--- src/source/isa_pkg.sv ---
package isa_pkg;

  localparam int xlen = 32;

  typedef logic [xlen-1:0] word_t;
  typedef logic [4:0] reg_index_t;

  // major opcodes, instruction bits 6 to 2
  localparam logic [4:0] opcode_load   = 5'b00000;
  localparam logic [4:0] opcode_store  = 5'b01000;
  localparam logic [4:0] opcode_branch = 5'b11000;
  localparam logic [4:0] opcode_jal    = 5'b11011;
  localparam logic [4:0] opcode_jalr   = 5'b11001;
  localparam logic [4:0] opcode_lui    = 5'b01101;
  localparam logic [4:0] opcode_auipc  = 5'b00101;
  localparam logic [4:0] opcode_op_imm = 5'b00100;
  localparam logic [4:0] opcode_op     = 5'b01100;
  localparam logic [4:0] opcode_system = 5'b11100;

  // low two bits, 3 marks a full width instruction
  localparam logic [1:0] quadrant_c0   = 2'b00;
  localparam logic [1:0] quadrant_c1   = 2'b01;
  localparam logic [1:0] quadrant_c2   = 2'b10;
  localparam logic [1:0] quadrant_full = 2'b11;

  typedef enum logic [5:0] {
    op_none,
    op_lui,
    op_auipc,
    op_jal,
    op_jalr,
    op_beq,
    op_bne,
    op_blt,
    op_bge,
    op_bltu,
    op_bgeu,
    op_lb,
    op_lh,
    op_lw,
    op_lbu,
    op_lhu,
    op_sb,
    op_sh,
    op_sw,
    op_add,
    op_sub,
    op_sll,
    op_slt,
    op_sltu,
    op_xor,
    op_srl,
    op_sra,
    op_or,
    op_and,
    op_ecall,
    op_ebreak
  } op_e;

  typedef enum logic [3:0] {
    imm_none,
    imm_i,
    imm_s,
    imm_b,
    imm_u,
    imm_j,
    imm_cl,
    imm_clwsp,
    imm_css,
    imm_cj,
    imm_cb,
    imm_cli,
    imm_clui,
    imm_caddi16sp,
    imm_caddi4spn
  } imm_format_e;

  localparam reg_index_t sp_index = 5'd2;
  localparam reg_index_t ra_index = 5'd1;

endpackage

--- src/source/pipe_pkg.sv ---
package pipe_pkg;

  // word as handed over by fetch
  typedef struct packed {
    isa_pkg::word_t instr;
    isa_pkg::word_t pc;
  } fetch_t;

  // per decoder classification, before the immediate is built
  typedef struct packed {
    isa_pkg::op_e        op;
    isa_pkg::imm_format_e imm_format;
    logic                uses_imm;
    isa_pkg::reg_index_t rd;
    isa_pkg::reg_index_t rs1;
    isa_pkg::reg_index_t rs2;
    logic                illegal;
  } class_t;

  typedef struct packed {
    isa_pkg::op_e        op;
    logic                uses_imm;
    isa_pkg::reg_index_t rd;
    isa_pkg::reg_index_t rs1;
    isa_pkg::reg_index_t rs2;
    isa_pkg::word_t      immediate;
    isa_pkg::word_t      pc;
    isa_pkg::word_t      next_pc;
    logic                compressed;
    logic                illegal;
  } decoded_t;

endpackage

--- src/source/rv32i_decoder.sv ---
`timescale 1ns/1ns

module rv32i_decoder (
  input  var isa_pkg::word_t   instr,
  output var pipe_pkg::class_t result
);

  localparam logic [6:0] funct7_base = 7'b0000000;
  localparam logic [6:0] funct7_alt  = 7'b0100000;

  logic [4:0] opcode;
  logic [2:0] funct3;
  logic [6:0] funct7;

  assign opcode = instr[6:2];
  assign funct3 = instr[14:12];
  assign funct7 = instr[31:25];

  always_comb begin
    result.op         = isa_pkg::op_none;
    result.imm_format = isa_pkg::imm_none;
    result.uses_imm   = 1'b0;
    result.rd         = instr[11:7];
    result.rs1        = instr[19:15];
    result.rs2        = instr[24:20];
    result.illegal    = 1'b0;

    case (opcode)
      isa_pkg::opcode_lui: begin
        result.op         = isa_pkg::op_lui;
        result.imm_format = isa_pkg::imm_u;
        result.uses_imm   = 1'b1;
      end
      isa_pkg::opcode_auipc: begin
        result.op         = isa_pkg::op_auipc;
        result.imm_format = isa_pkg::imm_u;
        result.uses_imm   = 1'b1;
      end
      isa_pkg::opcode_jal: begin
        result.op         = isa_pkg::op_jal;
        result.imm_format = isa_pkg::imm_j;
        result.uses_imm   = 1'b1;
      end
      isa_pkg::opcode_jalr: begin
        result.imm_format = isa_pkg::imm_i;
        result.uses_imm   = 1'b1;
        if (funct3 == 3'b000) result.op = isa_pkg::op_jalr;
        else result.illegal = 1'b1;
      end
      isa_pkg::opcode_branch: begin
        result.imm_format = isa_pkg::imm_b;
        result.rd         = '0;
        case (funct3)
          3'b000:  result.op = isa_pkg::op_beq;
          3'b001:  result.op = isa_pkg::op_bne;
          3'b100:  result.op = isa_pkg::op_blt;
          3'b101:  result.op = isa_pkg::op_bge;
          3'b110:  result.op = isa_pkg::op_bltu;
          3'b111:  result.op = isa_pkg::op_bgeu;
          default: result.illegal = 1'b1;
        endcase
      end
      isa_pkg::opcode_load: begin
        result.imm_format = isa_pkg::imm_i;
        result.uses_imm   = 1'b1;
        case (funct3)
          3'b000:  result.op = isa_pkg::op_lb;
          3'b001:  result.op = isa_pkg::op_lh;
          3'b010:  result.op = isa_pkg::op_lw;
          3'b100:  result.op = isa_pkg::op_lbu;
          3'b101:  result.op = isa_pkg::op_lhu;
          default: result.illegal = 1'b1;
        endcase
      end
      isa_pkg::opcode_store: begin
        result.imm_format = isa_pkg::imm_s;
        result.uses_imm   = 1'b1;
        result.rd         = '0;
        case (funct3)
          3'b000:  result.op = isa_pkg::op_sb;
          3'b001:  result.op = isa_pkg::op_sh;
          3'b010:  result.op = isa_pkg::op_sw;
          default: result.illegal = 1'b1;
        endcase
      end
      // immediate arithmetic shares the register ops
      isa_pkg::opcode_op_imm: begin
        result.imm_format = isa_pkg::imm_i;
        result.uses_imm   = 1'b1;
        case (funct3)
          3'b000: result.op = isa_pkg::op_add;
          3'b010: result.op = isa_pkg::op_slt;
          3'b011: result.op = isa_pkg::op_sltu;
          3'b100: result.op = isa_pkg::op_xor;
          3'b110: result.op = isa_pkg::op_or;
          3'b111: result.op = isa_pkg::op_and;
          3'b001: begin
            if (funct7 == funct7_base) result.op = isa_pkg::op_sll;
            else result.illegal = 1'b1;
          end
          default: begin
            if (funct7 == funct7_base) result.op = isa_pkg::op_srl;
            else if (funct7 == funct7_alt) result.op = isa_pkg::op_sra;
            else result.illegal = 1'b1;
          end
        endcase
      end
      isa_pkg::opcode_op: begin
        if (funct7 == funct7_base) begin
          case (funct3)
            3'b000: result.op = isa_pkg::op_add;
            3'b001: result.op = isa_pkg::op_sll;
            3'b010: result.op = isa_pkg::op_slt;
            3'b011: result.op = isa_pkg::op_sltu;
            3'b100: result.op = isa_pkg::op_xor;
            3'b101: result.op = isa_pkg::op_srl;
            3'b110: result.op = isa_pkg::op_or;
            default: result.op = isa_pkg::op_and;
          endcase
        end else if (funct7 == funct7_alt && funct3 == 3'b000) begin
          result.op = isa_pkg::op_sub;
        end else if (funct7 == funct7_alt && funct3 == 3'b101) begin
          result.op = isa_pkg::op_sra;
        end else begin
          result.illegal = 1'b1;
        end
      end
      // only ecall and ebreak, everything else is csr space
      isa_pkg::opcode_system: begin
        if (funct3 != 3'b000 || instr[19:15] != '0 || instr[11:7] != '0) result.illegal = 1'b1;
        else if (instr[31:20] == 12'd0) result.op = isa_pkg::op_ecall;
        else if (instr[31:20] == 12'd1) result.op = isa_pkg::op_ebreak;
        else result.illegal = 1'b1;
      end
      default: result.illegal = 1'b1;
    endcase
  end

endmodule

--- src/source/rvc_decoder.sv ---
`timescale 1ns/1ns

module rvc_decoder (
  input  var isa_pkg::word_t   instr,
  output var pipe_pkg::class_t result
);

  logic [1:0] quadrant;
  logic [2:0] funct3;
  isa_pkg::reg_index_t rd_full;
  isa_pkg::reg_index_t rs2_full;
  // compact register fields map to x8..x15
  isa_pkg::reg_index_t rd_p;
  isa_pkg::reg_index_t rs1_p;
  logic imm6_zero;

  assign quadrant  = instr[1:0];
  assign funct3    = instr[15:13];
  assign rd_full   = instr[11:7];
  assign rs2_full  = instr[6:2];
  assign rd_p      = {2'b01, instr[4:2]};
  assign rs1_p     = {2'b01, instr[9:7]};
  assign imm6_zero = {instr[12], instr[6:2]} == 6'd0;

  always_comb begin
    result.op         = isa_pkg::op_none;
    result.imm_format = isa_pkg::imm_none;
    result.uses_imm   = 1'b1;
    result.rd         = '0;
    result.rs1        = '0;
    result.rs2        = '0;
    result.illegal    = 1'b0;

    case ({quadrant, funct3})
      {isa_pkg::quadrant_c0, 3'b000}: begin
        result.op         = isa_pkg::op_add;
        result.imm_format = isa_pkg::imm_caddi4spn;
        result.rd         = rd_p;
        result.rs1        = isa_pkg::sp_index;
        // also catches the all-zero word
        result.illegal    = instr[12:5] == 8'd0;
      end
      {isa_pkg::quadrant_c0, 3'b010}: begin
        result.op         = isa_pkg::op_lw;
        result.imm_format = isa_pkg::imm_cl;
        result.rd         = rd_p;
        result.rs1        = rs1_p;
      end
      {isa_pkg::quadrant_c0, 3'b110}: begin
        result.op         = isa_pkg::op_sw;
        result.imm_format = isa_pkg::imm_cl;
        result.rs1        = rs1_p;
        result.rs2        = rd_p;
      end
      {isa_pkg::quadrant_c1, 3'b000}: begin
        result.op         = isa_pkg::op_add;
        result.imm_format = isa_pkg::imm_cli;
        result.rd         = rd_full;
        result.rs1        = rd_full;
      end
      {isa_pkg::quadrant_c1, 3'b001}, {isa_pkg::quadrant_c1, 3'b101}: begin
        result.op         = isa_pkg::op_jal;
        result.imm_format = isa_pkg::imm_cj;
        // c.jal links, c.j does not
        result.rd         = funct3[2] ? 5'd0 : isa_pkg::ra_index;
      end
      {isa_pkg::quadrant_c1, 3'b010}: begin
        result.op         = isa_pkg::op_add;
        result.imm_format = isa_pkg::imm_cli;
        result.rd         = rd_full;
      end
      {isa_pkg::quadrant_c1, 3'b011}: begin
        result.illegal = imm6_zero;
        if (rd_full == isa_pkg::sp_index) begin
          result.op         = isa_pkg::op_add;
          result.imm_format = isa_pkg::imm_caddi16sp;
          result.rd         = isa_pkg::sp_index;
          result.rs1        = isa_pkg::sp_index;
        end else begin
          result.op         = isa_pkg::op_lui;
          result.imm_format = isa_pkg::imm_clui;
          result.rd         = rd_full;
        end
      end
      {isa_pkg::quadrant_c1, 3'b100}: begin
        result.imm_format = isa_pkg::imm_cli;
        result.rd         = rs1_p;
        result.rs1        = rs1_p;
        // shamt[5] is reserved on rv32
        result.illegal    = instr[12] && instr[11:10] != 2'b10;
        case (instr[11:10])
          2'b00: result.op = isa_pkg::op_srl;
          2'b01: result.op = isa_pkg::op_sra;
          2'b10: result.op = isa_pkg::op_and;
          default: begin
            result.imm_format = isa_pkg::imm_none;
            result.uses_imm   = 1'b0;
            result.rs2        = rd_p;
            case (instr[6:5])
              2'b00:   result.op = isa_pkg::op_sub;
              2'b01:   result.op = isa_pkg::op_xor;
              2'b10:   result.op = isa_pkg::op_or;
              default: result.op = isa_pkg::op_and;
            endcase
          end
        endcase
      end
      {isa_pkg::quadrant_c1, 3'b110}, {isa_pkg::quadrant_c1, 3'b111}: begin
        result.op         = funct3[0] ? isa_pkg::op_bne : isa_pkg::op_beq;
        result.imm_format = isa_pkg::imm_cb;
        result.uses_imm   = 1'b0;
        result.rs1        = rs1_p;
      end
      {isa_pkg::quadrant_c2, 3'b000}: begin
        result.op         = isa_pkg::op_sll;
        result.imm_format = isa_pkg::imm_cli;
        result.rd         = rd_full;
        result.rs1        = rd_full;
        result.illegal    = instr[12];
      end
      {isa_pkg::quadrant_c2, 3'b010}: begin
        result.op         = isa_pkg::op_lw;
        result.imm_format = isa_pkg::imm_clwsp;
        result.rd         = rd_full;
        result.rs1        = isa_pkg::sp_index;
        result.illegal    = rd_full == 5'd0;
      end
      {isa_pkg::quadrant_c2, 3'b100}: begin
        if (rs2_full != 5'd0) begin
          // c.mv and c.add
          result.op       = isa_pkg::op_add;
          result.uses_imm = 1'b0;
          result.rd       = rd_full;
          result.rs1      = instr[12] ? rd_full : 5'd0;
          result.rs2      = rs2_full;
        end else if (instr[12] && rd_full == 5'd0) begin
          result.op       = isa_pkg::op_ebreak;
          result.uses_imm = 1'b0;
        end else begin
          result.op      = isa_pkg::op_jalr;
          result.rd      = instr[12] ? isa_pkg::ra_index : 5'd0;
          result.rs1     = rd_full;
          result.illegal = rd_full == 5'd0;
        end
      end
      {isa_pkg::quadrant_c2, 3'b110}: begin
        result.op         = isa_pkg::op_sw;
        result.imm_format = isa_pkg::imm_css;
        result.rs1        = isa_pkg::sp_index;
        result.rs2        = rs2_full;
      end
      default: result.illegal = 1'b1;
    endcase

    if (result.illegal) result.op = isa_pkg::op_none;
  end

endmodule

--- src/source/immediate_gen.sv ---
`timescale 1ns/1ns

module immediate_gen (
  input  var isa_pkg::word_t      instr,
  input  var isa_pkg::imm_format_e imm_format,
  output var isa_pkg::word_t      immediate
);

  isa_pkg::word_t i_imm, s_imm, b_imm, u_imm, j_imm;
  isa_pkg::word_t cl_imm, clwsp_imm, css_imm, cj_imm, cb_imm;
  isa_pkg::word_t cli_imm, clui_imm, caddi16sp_imm, caddi4spn_imm;

  // base formats
  assign i_imm = {{20{instr[31]}}, instr[31:20]};
  assign s_imm = {{20{instr[31]}}, instr[31:25], instr[11:7]};
  assign b_imm = {{20{instr[31]}}, instr[7], instr[30:25], instr[11:8], 1'b0};
  assign u_imm = {instr[31:12], 12'b0};
  assign j_imm = {{12{instr[31]}}, instr[19:12], instr[20], instr[30:21], 1'b0};

  // compressed, offsets scaled by the access size
  assign cl_imm    = {25'b0, instr[5], instr[12:10], instr[6], 2'b00};
  assign clwsp_imm = {24'b0, instr[3:2], instr[12], instr[6:4], 2'b00};
  assign css_imm   = {24'b0, instr[8:7], instr[12:9], 2'b00};
  assign cj_imm    = {{21{instr[12]}}, instr[8], instr[10:9], instr[6], instr[7], instr[2],
                      instr[11], instr[5:3], 1'b0};
  assign cb_imm    = {{24{instr[12]}}, instr[6:5], instr[2], instr[11:10], instr[4:3], 1'b0};
  assign cli_imm   = {{27{instr[12]}}, instr[6:2]};
  assign clui_imm  = {{15{instr[12]}}, instr[6:2], 12'b0};
  assign caddi16sp_imm = {{23{instr[12]}}, instr[4:3], instr[5], instr[2], instr[6], 4'b0};
  assign caddi4spn_imm = {22'b0, instr[10:7], instr[12:11], instr[5], instr[6], 2'b00};

  always_comb begin
    case (imm_format)
      isa_pkg::imm_i:         immediate = i_imm;
      isa_pkg::imm_s:         immediate = s_imm;
      isa_pkg::imm_b:         immediate = b_imm;
      isa_pkg::imm_u:         immediate = u_imm;
      isa_pkg::imm_j:         immediate = j_imm;
      isa_pkg::imm_cl:        immediate = cl_imm;
      isa_pkg::imm_clwsp:     immediate = clwsp_imm;
      isa_pkg::imm_css:       immediate = css_imm;
      isa_pkg::imm_cj:        immediate = cj_imm;
      isa_pkg::imm_cb:        immediate = cb_imm;
      isa_pkg::imm_cli:       immediate = cli_imm;
      isa_pkg::imm_clui:      immediate = clui_imm;
      isa_pkg::imm_caddi16sp: immediate = caddi16sp_imm;
      isa_pkg::imm_caddi4spn: immediate = caddi4spn_imm;
      default:                immediate = '0;
    endcase
  end

endmodule

--- src/source/decode_logic.sv ---
`timescale 1ns/1ns

module decode_logic (
  input  var pipe_pkg::fetch_t   fetch,
  output var pipe_pkg::decoded_t next
);

  pipe_pkg::class_t base_class;
  pipe_pkg::class_t comp_class;
  pipe_pkg::class_t sel_class;
  isa_pkg::word_t   immediate;
  logic             compressed;

  assign compressed = fetch.instr[1:0] != isa_pkg::quadrant_full;

  rv32i_decoder u_rv32i_decoder (
    .instr  (fetch.instr),
    .result (base_class)
  );

  rvc_decoder u_rvc_decoder (
    .instr  (fetch.instr),
    .result (comp_class)
  );

  assign sel_class = compressed ? comp_class : base_class;

  immediate_gen u_immediate_gen (
    .instr      (fetch.instr),
    .imm_format (sel_class.imm_format),
    .immediate  (immediate)
  );

  always_comb begin
    next.op         = sel_class.op;
    next.uses_imm   = sel_class.uses_imm;
    next.rd         = sel_class.rd;
    next.rs1        = sel_class.rs1;
    next.rs2        = sel_class.rs2;
    next.immediate  = immediate;
    next.pc         = fetch.pc;
    // sequential pc only, targets are resolved later
    next.next_pc    = fetch.pc + (compressed ? isa_pkg::word_t'(2) : isa_pkg::word_t'(4));
    next.compressed = compressed;
    next.illegal    = sel_class.illegal;
  end

endmodule

--- src/source/stage_register.sv ---
`timescale 1ns/1ns

module stage_register (
  input  var logic               clk,
  input  var logic               reset,
  input  var logic               in_valid,
  output var logic               in_ready,
  input  var pipe_pkg::decoded_t next,
  output var logic               out_valid,
  input  var logic               out_ready,
  output var pipe_pkg::decoded_t decoded
);

  // accept when empty or draining this cycle
  assign in_ready = !out_valid || out_ready;

  always_ff @(posedge clk) begin
    if (reset) begin
      out_valid <= 1'b0;
    end else if (in_ready) begin
      out_valid <= in_valid;
    end
  end

  always_ff @(posedge clk) begin
    if (in_valid && in_ready) begin
      decoded <= next;
    end
  end

endmodule

--- src/source/decode_stage.sv ---
`timescale 1ns/1ns

module decode_stage (
  input  var logic               clk,
  input  var logic               reset,
  input  var logic               in_valid,
  output var logic               in_ready,
  input  var pipe_pkg::fetch_t   fetch,
  output var logic               out_valid,
  input  var logic               out_ready,
  output var pipe_pkg::decoded_t decoded
);

  pipe_pkg::decoded_t next_record;

  decode_logic u_decode_logic (
    .fetch (fetch),
    .next  (next_record)
  );

  stage_register u_stage_register (
    .clk       (clk),
    .reset     (reset),
    .in_valid  (in_valid),
    .in_ready  (in_ready),
    .next      (next_record),
    .out_valid (out_valid),
    .out_ready (out_ready),
    .decoded   (decoded)
  );

endmodule

--- config.mk ---
export PLATFORM = sky130hd
export DESIGN_NAME = decode_stage
export DESIGN_NICKNAME = d
export VERILOG_FILES = /design/src/source/isa_pkg.sv /design/src/source/pipe_pkg.sv /design/src/source/rv32i_decoder.sv /design/src/source/rvc_decoder.sv /design/src/source/immediate_gen.sv /design/src/source/decode_logic.sv /design/src/source/stage_register.sv /design/src/source/decode_stage.sv
export SDC_FILE = /design/constraint.sdc
export NUM_CORES = 1
export LEC_CHECK = 0
export BUFFER_PORTS_ARGS = -buffer_cell sky130_fd_sc_hd__buf_2
export CORE_MARGIN = 2
export CORE_UTILIZATION = 50
export DETAILED_ROUTE_END_ITERATION = 7
export PLACE_DENSITY = 0.78
export SYNTH_ARGS = -nofsm -noshare
export SYNTH_HDL_FRONTEND = slang
export SYNTH_SLANG_ARGS = --single-unit
export TNS_END_PERCENT = 1
--- constraint.sdc ---
create_clock -name clk -period 6.57 [get_ports clk]
set_input_delay 0.9855 -clock clk [delete_from_list [all_inputs] [get_ports clk]]
set_output_delay 0.9855 -clock clk [all_outputs]
set_load 0.02 [all_outputs]
After elaboration in Yosys (flattened, before gate mapping) --
Index checks and enable logic that the tools add are counted.
Storage, ports and cells: register bits 121, input port bits 68, output and inout port bits 122, logic and storage cells 175
Operators by class: add/sub/neg operators 1, equality and inequality tests 53, muxes and demuxes 64, reductions and logical operators 46
Operators with widths (number):
- $pmux 32 s14 | 1
- $mux 5 | 12
- $pmux 6 s10 | 1
- $eq 5x4->1 const B | 11
- $pmux 6 s9 | 1
- $pmux 6 s7 | 1
- $eq 5x5->1 const B | 8
- $mux 6 | 6
- $pmux 4 s9 | 1
- $add 32x32->32 | 1
- $pmux 5 s6 | 1
- $eq 4x4->1 const B | 7
- $pmux 4 s7 | 1
- $mux 27 | 1
- $pmux 5 s5 | 1
- $pmux 4 s3 | 2
- $pmux 4 s6 | 1
- $reduce_or 3->1 | 7
- $pmux 4 s5 | 1
- $pmux 5 s4 | 1
- $mux 1 | 19
- $reduce_or 2->1 | 9
- $eq 4x3->1 const B | 4
- $eq 5x3->1 const B | 3
- other kinds (39) | 63

Depth between registers and ports, before layout --
word-level depth 9, gate-level depth with buffers 11, gate-level depth less buffers 9

Hierarchy --
From an unflattened synthesis, not the netlist that was laid out.
Unflattened totals: cell total of the unflattened synthesis 765, area, all modules 7921.3 um^2
By module, submodules not included:
- stage_register | instances 1, cells each 125, area an instance 3658.5 um^2
- decode_logic | instances 1, cells each 176, area an instance 1373.8 um^2
- immediate_gen | instances 1, cells each 150, area an instance 978.4 um^2
- rvc_decoder | instances 1, cells each 163, area an instance 968.4 um^2
- rv32i_decoder | instances 1, cells each 151, area an instance 942.2 um^2

Least setup slack after synthesis --
OpenSTA, ideal clock, no wires.
kind input -> register, start input port out_ready, end register, netlist name u_stage_register.decoded[0], library setup time 0.490 ns, data arrival time 4.003 ns, data required time 6.080 ns, path slack 2.076 ns, stages on the path 2, path buffers 0, cells stage by stage nand2b_1 and2_1
On the way: cells in the longest elaborated chain, start to end 2
RTL lines:
- from (decl) | line decode_stage.sv:10 | input var logic out_ready,
- $logic_or 1x1->1 | line stage_register.sv:15 | assign in_ready = !out_valid || out_ready;
- $logic_and 1x1->1 | line stage_register.sv:26 | if (in_valid && in_ready) begin
Every way passes these cells. A chain may end at the register's enable or synchronous reset.

==> run_results.csv <==
group,metric,value,unit
sta,skew,0.008406,ns
synth,synth_edf_count,118,
placed_design,post-place-cells,972,
setup_path,ff2ff_setup_slack,4.41,ns
routing,num_vias,6313,
setup_path,critPathRequiredTime,6.85,ns
clock_tree,postCtsSetupRepairBufs,0,
power_and_ir_drop,seq_power_share,41.6,%
setup_path,cp-end-kind,"register",
global_route,grt.total_usage,28.74,%
floorplan,coreArea,0.01330,sq mm
synth,yosysWarnings,0,
routing,routed_wl,21.62,mm
setup_path,reg2regPathDepth,3,
setup_path,cp_max_fo,35,
sta,setup_violations,0,
sta,post-route-min-period,3.591,ns
finish,num-nets-final,888,
finish,final.fill_count,1072,
synth,synthCells,648,
placed_design,gp_congestion,1.007,
finish,insertedDiodeCount,0,
global_route,grt_max_degree,75,
clock_tree,clockBufferDepth,2,
floorplan,dieArea,0.01462,sq mm
clock_tree,tritoncts,"yes",
floorplan,row_count,42,
routing,drtAntennaViolNets,0,
sta,worstMarginPinSlew,0.9202,ns
setup_path,cp_slowest_cell,"nor4_2",
floorplan,initial_core_util,51.42,%
placed_design,hpwl,15.47,mm
setup_path,critPathLaunchType,"input pin",
setup_path,reg2reg_from,"u_stage_register.out_valid",
setup_path,arrival,3.87,ns
synth,syn_nets,721,
sta,grt_setup_unrepaired,"no",
floorplan,dieWidth,120.9,um
finish,area_delta_synth_final,23.02,%
clock_tree,cts_buffers,17,
power_and_ir_drop,p_int,1.591,mW
sta,min_period_over_period,54.65,%
clock_tree,ctsHoldBuffers,0,
synth,synth_cell_types,83,
global_route,grt_pass1_vias,5927,
synth,synth_ff_type,"edfxtp_1",
global_route,grt_pass1_wl,32.15,mm
setup_path,crit_path_start,"fetch[45]",
power_and_ir_drop,swShare,28.25,%
clock_tree,clock_sinks,119,
floorplan,fp.dieH,120.9,um
sta,finalHoldViolations,0,
power_and_ir_drop,p_leak,3.416,nW
setup_path,r2r-end,"u_stage_register.decoded[94]",
synth,synth_seq_cells,119,
clock_tree,cts.clk_slew.worst_paths,0.06,ns
routing,routed_via_density,6.288,
synth,synth_area,0.006837,sq mm
setup_path,crit_end,"u_stage_register.decoded[93]",
clock_tree,root_buffer,"clkbuf_16",
sta,slew_viol_final,0,
setup_path,slowest_delay,0.86,ns
global_route,globalRoute.totalOverflow,0,
power_and_ir_drop,p_per_area,263.6,mW/mm^2
setup_path,crit_type,"in2reg",
clock_tree,cts_resized,0,
power_and_ir_drop,power_switching,0.6264,mW
floorplan,ios,190,
synth,async_flop_share,0,%
setup_path,cp_cell_sequence,"buf_2, nor2_1, a32o_1, or4_1, nor4_2, nand2_1, nand3_2",
placed_design,port_buffers,188,
outcome,status,"completed",
sta,max_clock_freq,278.5,MHz
routing,drt_iter0_drc,855,
routing,detail_route.first_pass.iterations,7,
clock_tree,clk-insertion-delay-late,0.41,ns
hold_path,hold_path_class,"reg2reg",
power_and_ir_drop,combinationalPowerShare,17.0,%
synth,syn_avg_cell_area,10.55,sq um
finish,stdcell_count,1004,
sta,relSlewSlack,38.15,%
global_route,antenna_found_initial,0,
clock_tree,htree_levels,4,
finish,drive_gt1_share,30.68,%
synth,ys_seq_area_share,52.12,%
routing,wl_per_cell,21.53,um
sta,setup_tns,0,ns
routing,drcViolationCount,0,
run,cap_viol_max_count,0,
power_and_ir_drop,clockPowerShare,41.4,%
power_and_ir_drop,vdd_ir_drop_max,0.0001839,V
==> worst min path at each step <==
| stage | end | start | cells past startpoint |
|---|---|---|---|
| after detailed placement | u_stage_register.out_valid | u_stage_register.out_valid | 2 |
| after CTS | u_stage_register.out_valid | u_stage_register.out_valid | 2 |
| after floorplan | u_stage_register.out_valid | u_stage_register.out_valid | 2 |
| after global placement | u_stage_register.out_valid | u_stage_register.out_valid | 2 |
| final | u_stage_register.out_valid | u_stage_register.out_valid | 2 |
| after global routing | u_stage_register.out_valid | u_stage_register.out_valid | 2 |
==> synth_stat cells, drive strengths merged, types with 5 or more instances <==
master | count | area, sq um
and3 | 11 | 68.82
nand2b | 17 | 106.4
o22ai | 7 | 43.79
and2 | 10 | 62.56
a22o | 9 | 78.83
inv | 15 | 56.30
o21ai | 32 | 160.2
buf | 16 | 107.6
xor2 | 9 | 78.83
nand4 | 13 | 87.58
xnor2 | 21 | 183.9
a21oi | 30 | 150.1
and4 | 6 | 52.55
nor3 | 11 | 55.05
nand2 | 74 | 277.8
or4 | 5 | 45.04
edfxtp | 118 | 3543
a221o | 6 | 60.06
a22oi | 10 | 75.07
a31oi | 7 | 43.79
nor4 | 11 | 102.6
or2 | 5 | 31.28
clkbuf | 29 | 110.1
nor2 | 47 | 181.4
nand3 | 34 | 205.2
or3 | 7 | 43.79
o31ai | 5 | 42.54
==> worst max-delay path: cells and delay by family <==
family                 cells  cell delay (ns)
buffers and inverters      1             0.50
AND/OR/NAND/NOR            5             2.01
AO/OA/AOI/OAI              1             0.35
==> routing by layer <==
| layer | wire length [um] | vias to the layer above | global-route usage [%] |
|---|---|---|---|
| met1 | 8313 | 2964 | 36.13 |
| li1 | - | 2821 | - |
| met2 | 10350 | 457 | 48.63 |
| met4 | 747 | 0 | 11.77 |
| met5 | 0 | - | 0 |
| met3 | 2208 | 71 | 5.545 |
==> state kept, by name (all words and copies together), names as in the netlist <==
name	flops
u_stage_register.decoded	118
u_stage_register.out_valid	1
==> layout make-up <==
type	count	area [sq um]	area share [%]
multi-input cells	469	3002	35.69
flip-flops and latches	119	3563	42.37
inverters	15	56.30	0.6694
well taps	176	220.2	2.618
clock buffers	17	425.4	5.058
clock inverters	15	165.2	1.964
repair buffers	193	978.4	11.63
==> power by group through the flow <==
stage	Combinational (mW)	Sequential (mW)	Clock [mW]
floorplan	0.165	1.01	0
global placement	0.366	0.936	0
detailed placement	0.370	0.938	0
CTS	0.371	0.924	0.929
global route	0.400	0.927	0.958
finish	0.377	0.923	0.917
==> metrics by stage <==
stage	utilization [%]	worst slack, ns	instance area, sq um	hold WS [ns]	total power [mW]
2_1_floorplan	-	2.076	6837	0.7290	1.179
3_3_place_gp	58.82	2.639	7820	0.4899	1.302
3_5_place_dp	58.82	2.591	7820	0.5132	1.308
4_1_cts	63.26	3.017	8411	0.5208	2.224
5_1_grt	63.26	2.801	8411	0.5595	2.285
6_report	63.26	2.979	8411	0.5156	2.217
==> layout by cell type (no fill, tap or decap), drive strengths merged, types with 4 or more instances in the layout <==
cell | Yosys | layout
nor2 | 47 | 47
inv | 15 | 22
edfxtp | 118 | 118
a221o | 6 | 6
a21oi | 30 | 30
nand3 | 34 | 34
xor2 | 9 | 9
o21ai | 32 | 32
buf | 16 | 193
nor3b | 4 | 4
nor4 | 11 | 11
or3 | 7 | 7
and3 | 11 | 11
nand2 | 74 | 74
nand2b | 17 | 17
ha | 4 | 4
a31oi | 7 | 7
nor3 | 11 | 11
a22oi | 10 | 10
a32o | 4 | 4
a221oi | 4 | 4
o22ai | 7 | 7
nand3b | 4 | 4
clkbuf | 29 | 17
clkinv | 0 | 6
a21o | 4 | 4
o311ai | 4 | 4
o31ai | 5 | 5
a22o | 9 | 9
and2 | 10 | 10
or2 | 5 | 5
or4 | 5 | 5
nand4 | 13 | 13
o221ai | 4 | 4
xnor2 | 21 | 21
and4 | 6 | 6
==> cells by family after synthesis <==
kind of cell / count (synthesis) / synth area share (%)
simple gates: 272 / 21.85
compound gates: 159 / 16.80
flops: 119 / 52.12
buf+inv: 60 / 4.008
xor+xnor: 30 / 3.843
fa+ha+maj: 6 / 1.171
other cells: 1 / 0.05485
mux: 1 / 0.1464
(Power assumes the default switching activity.)
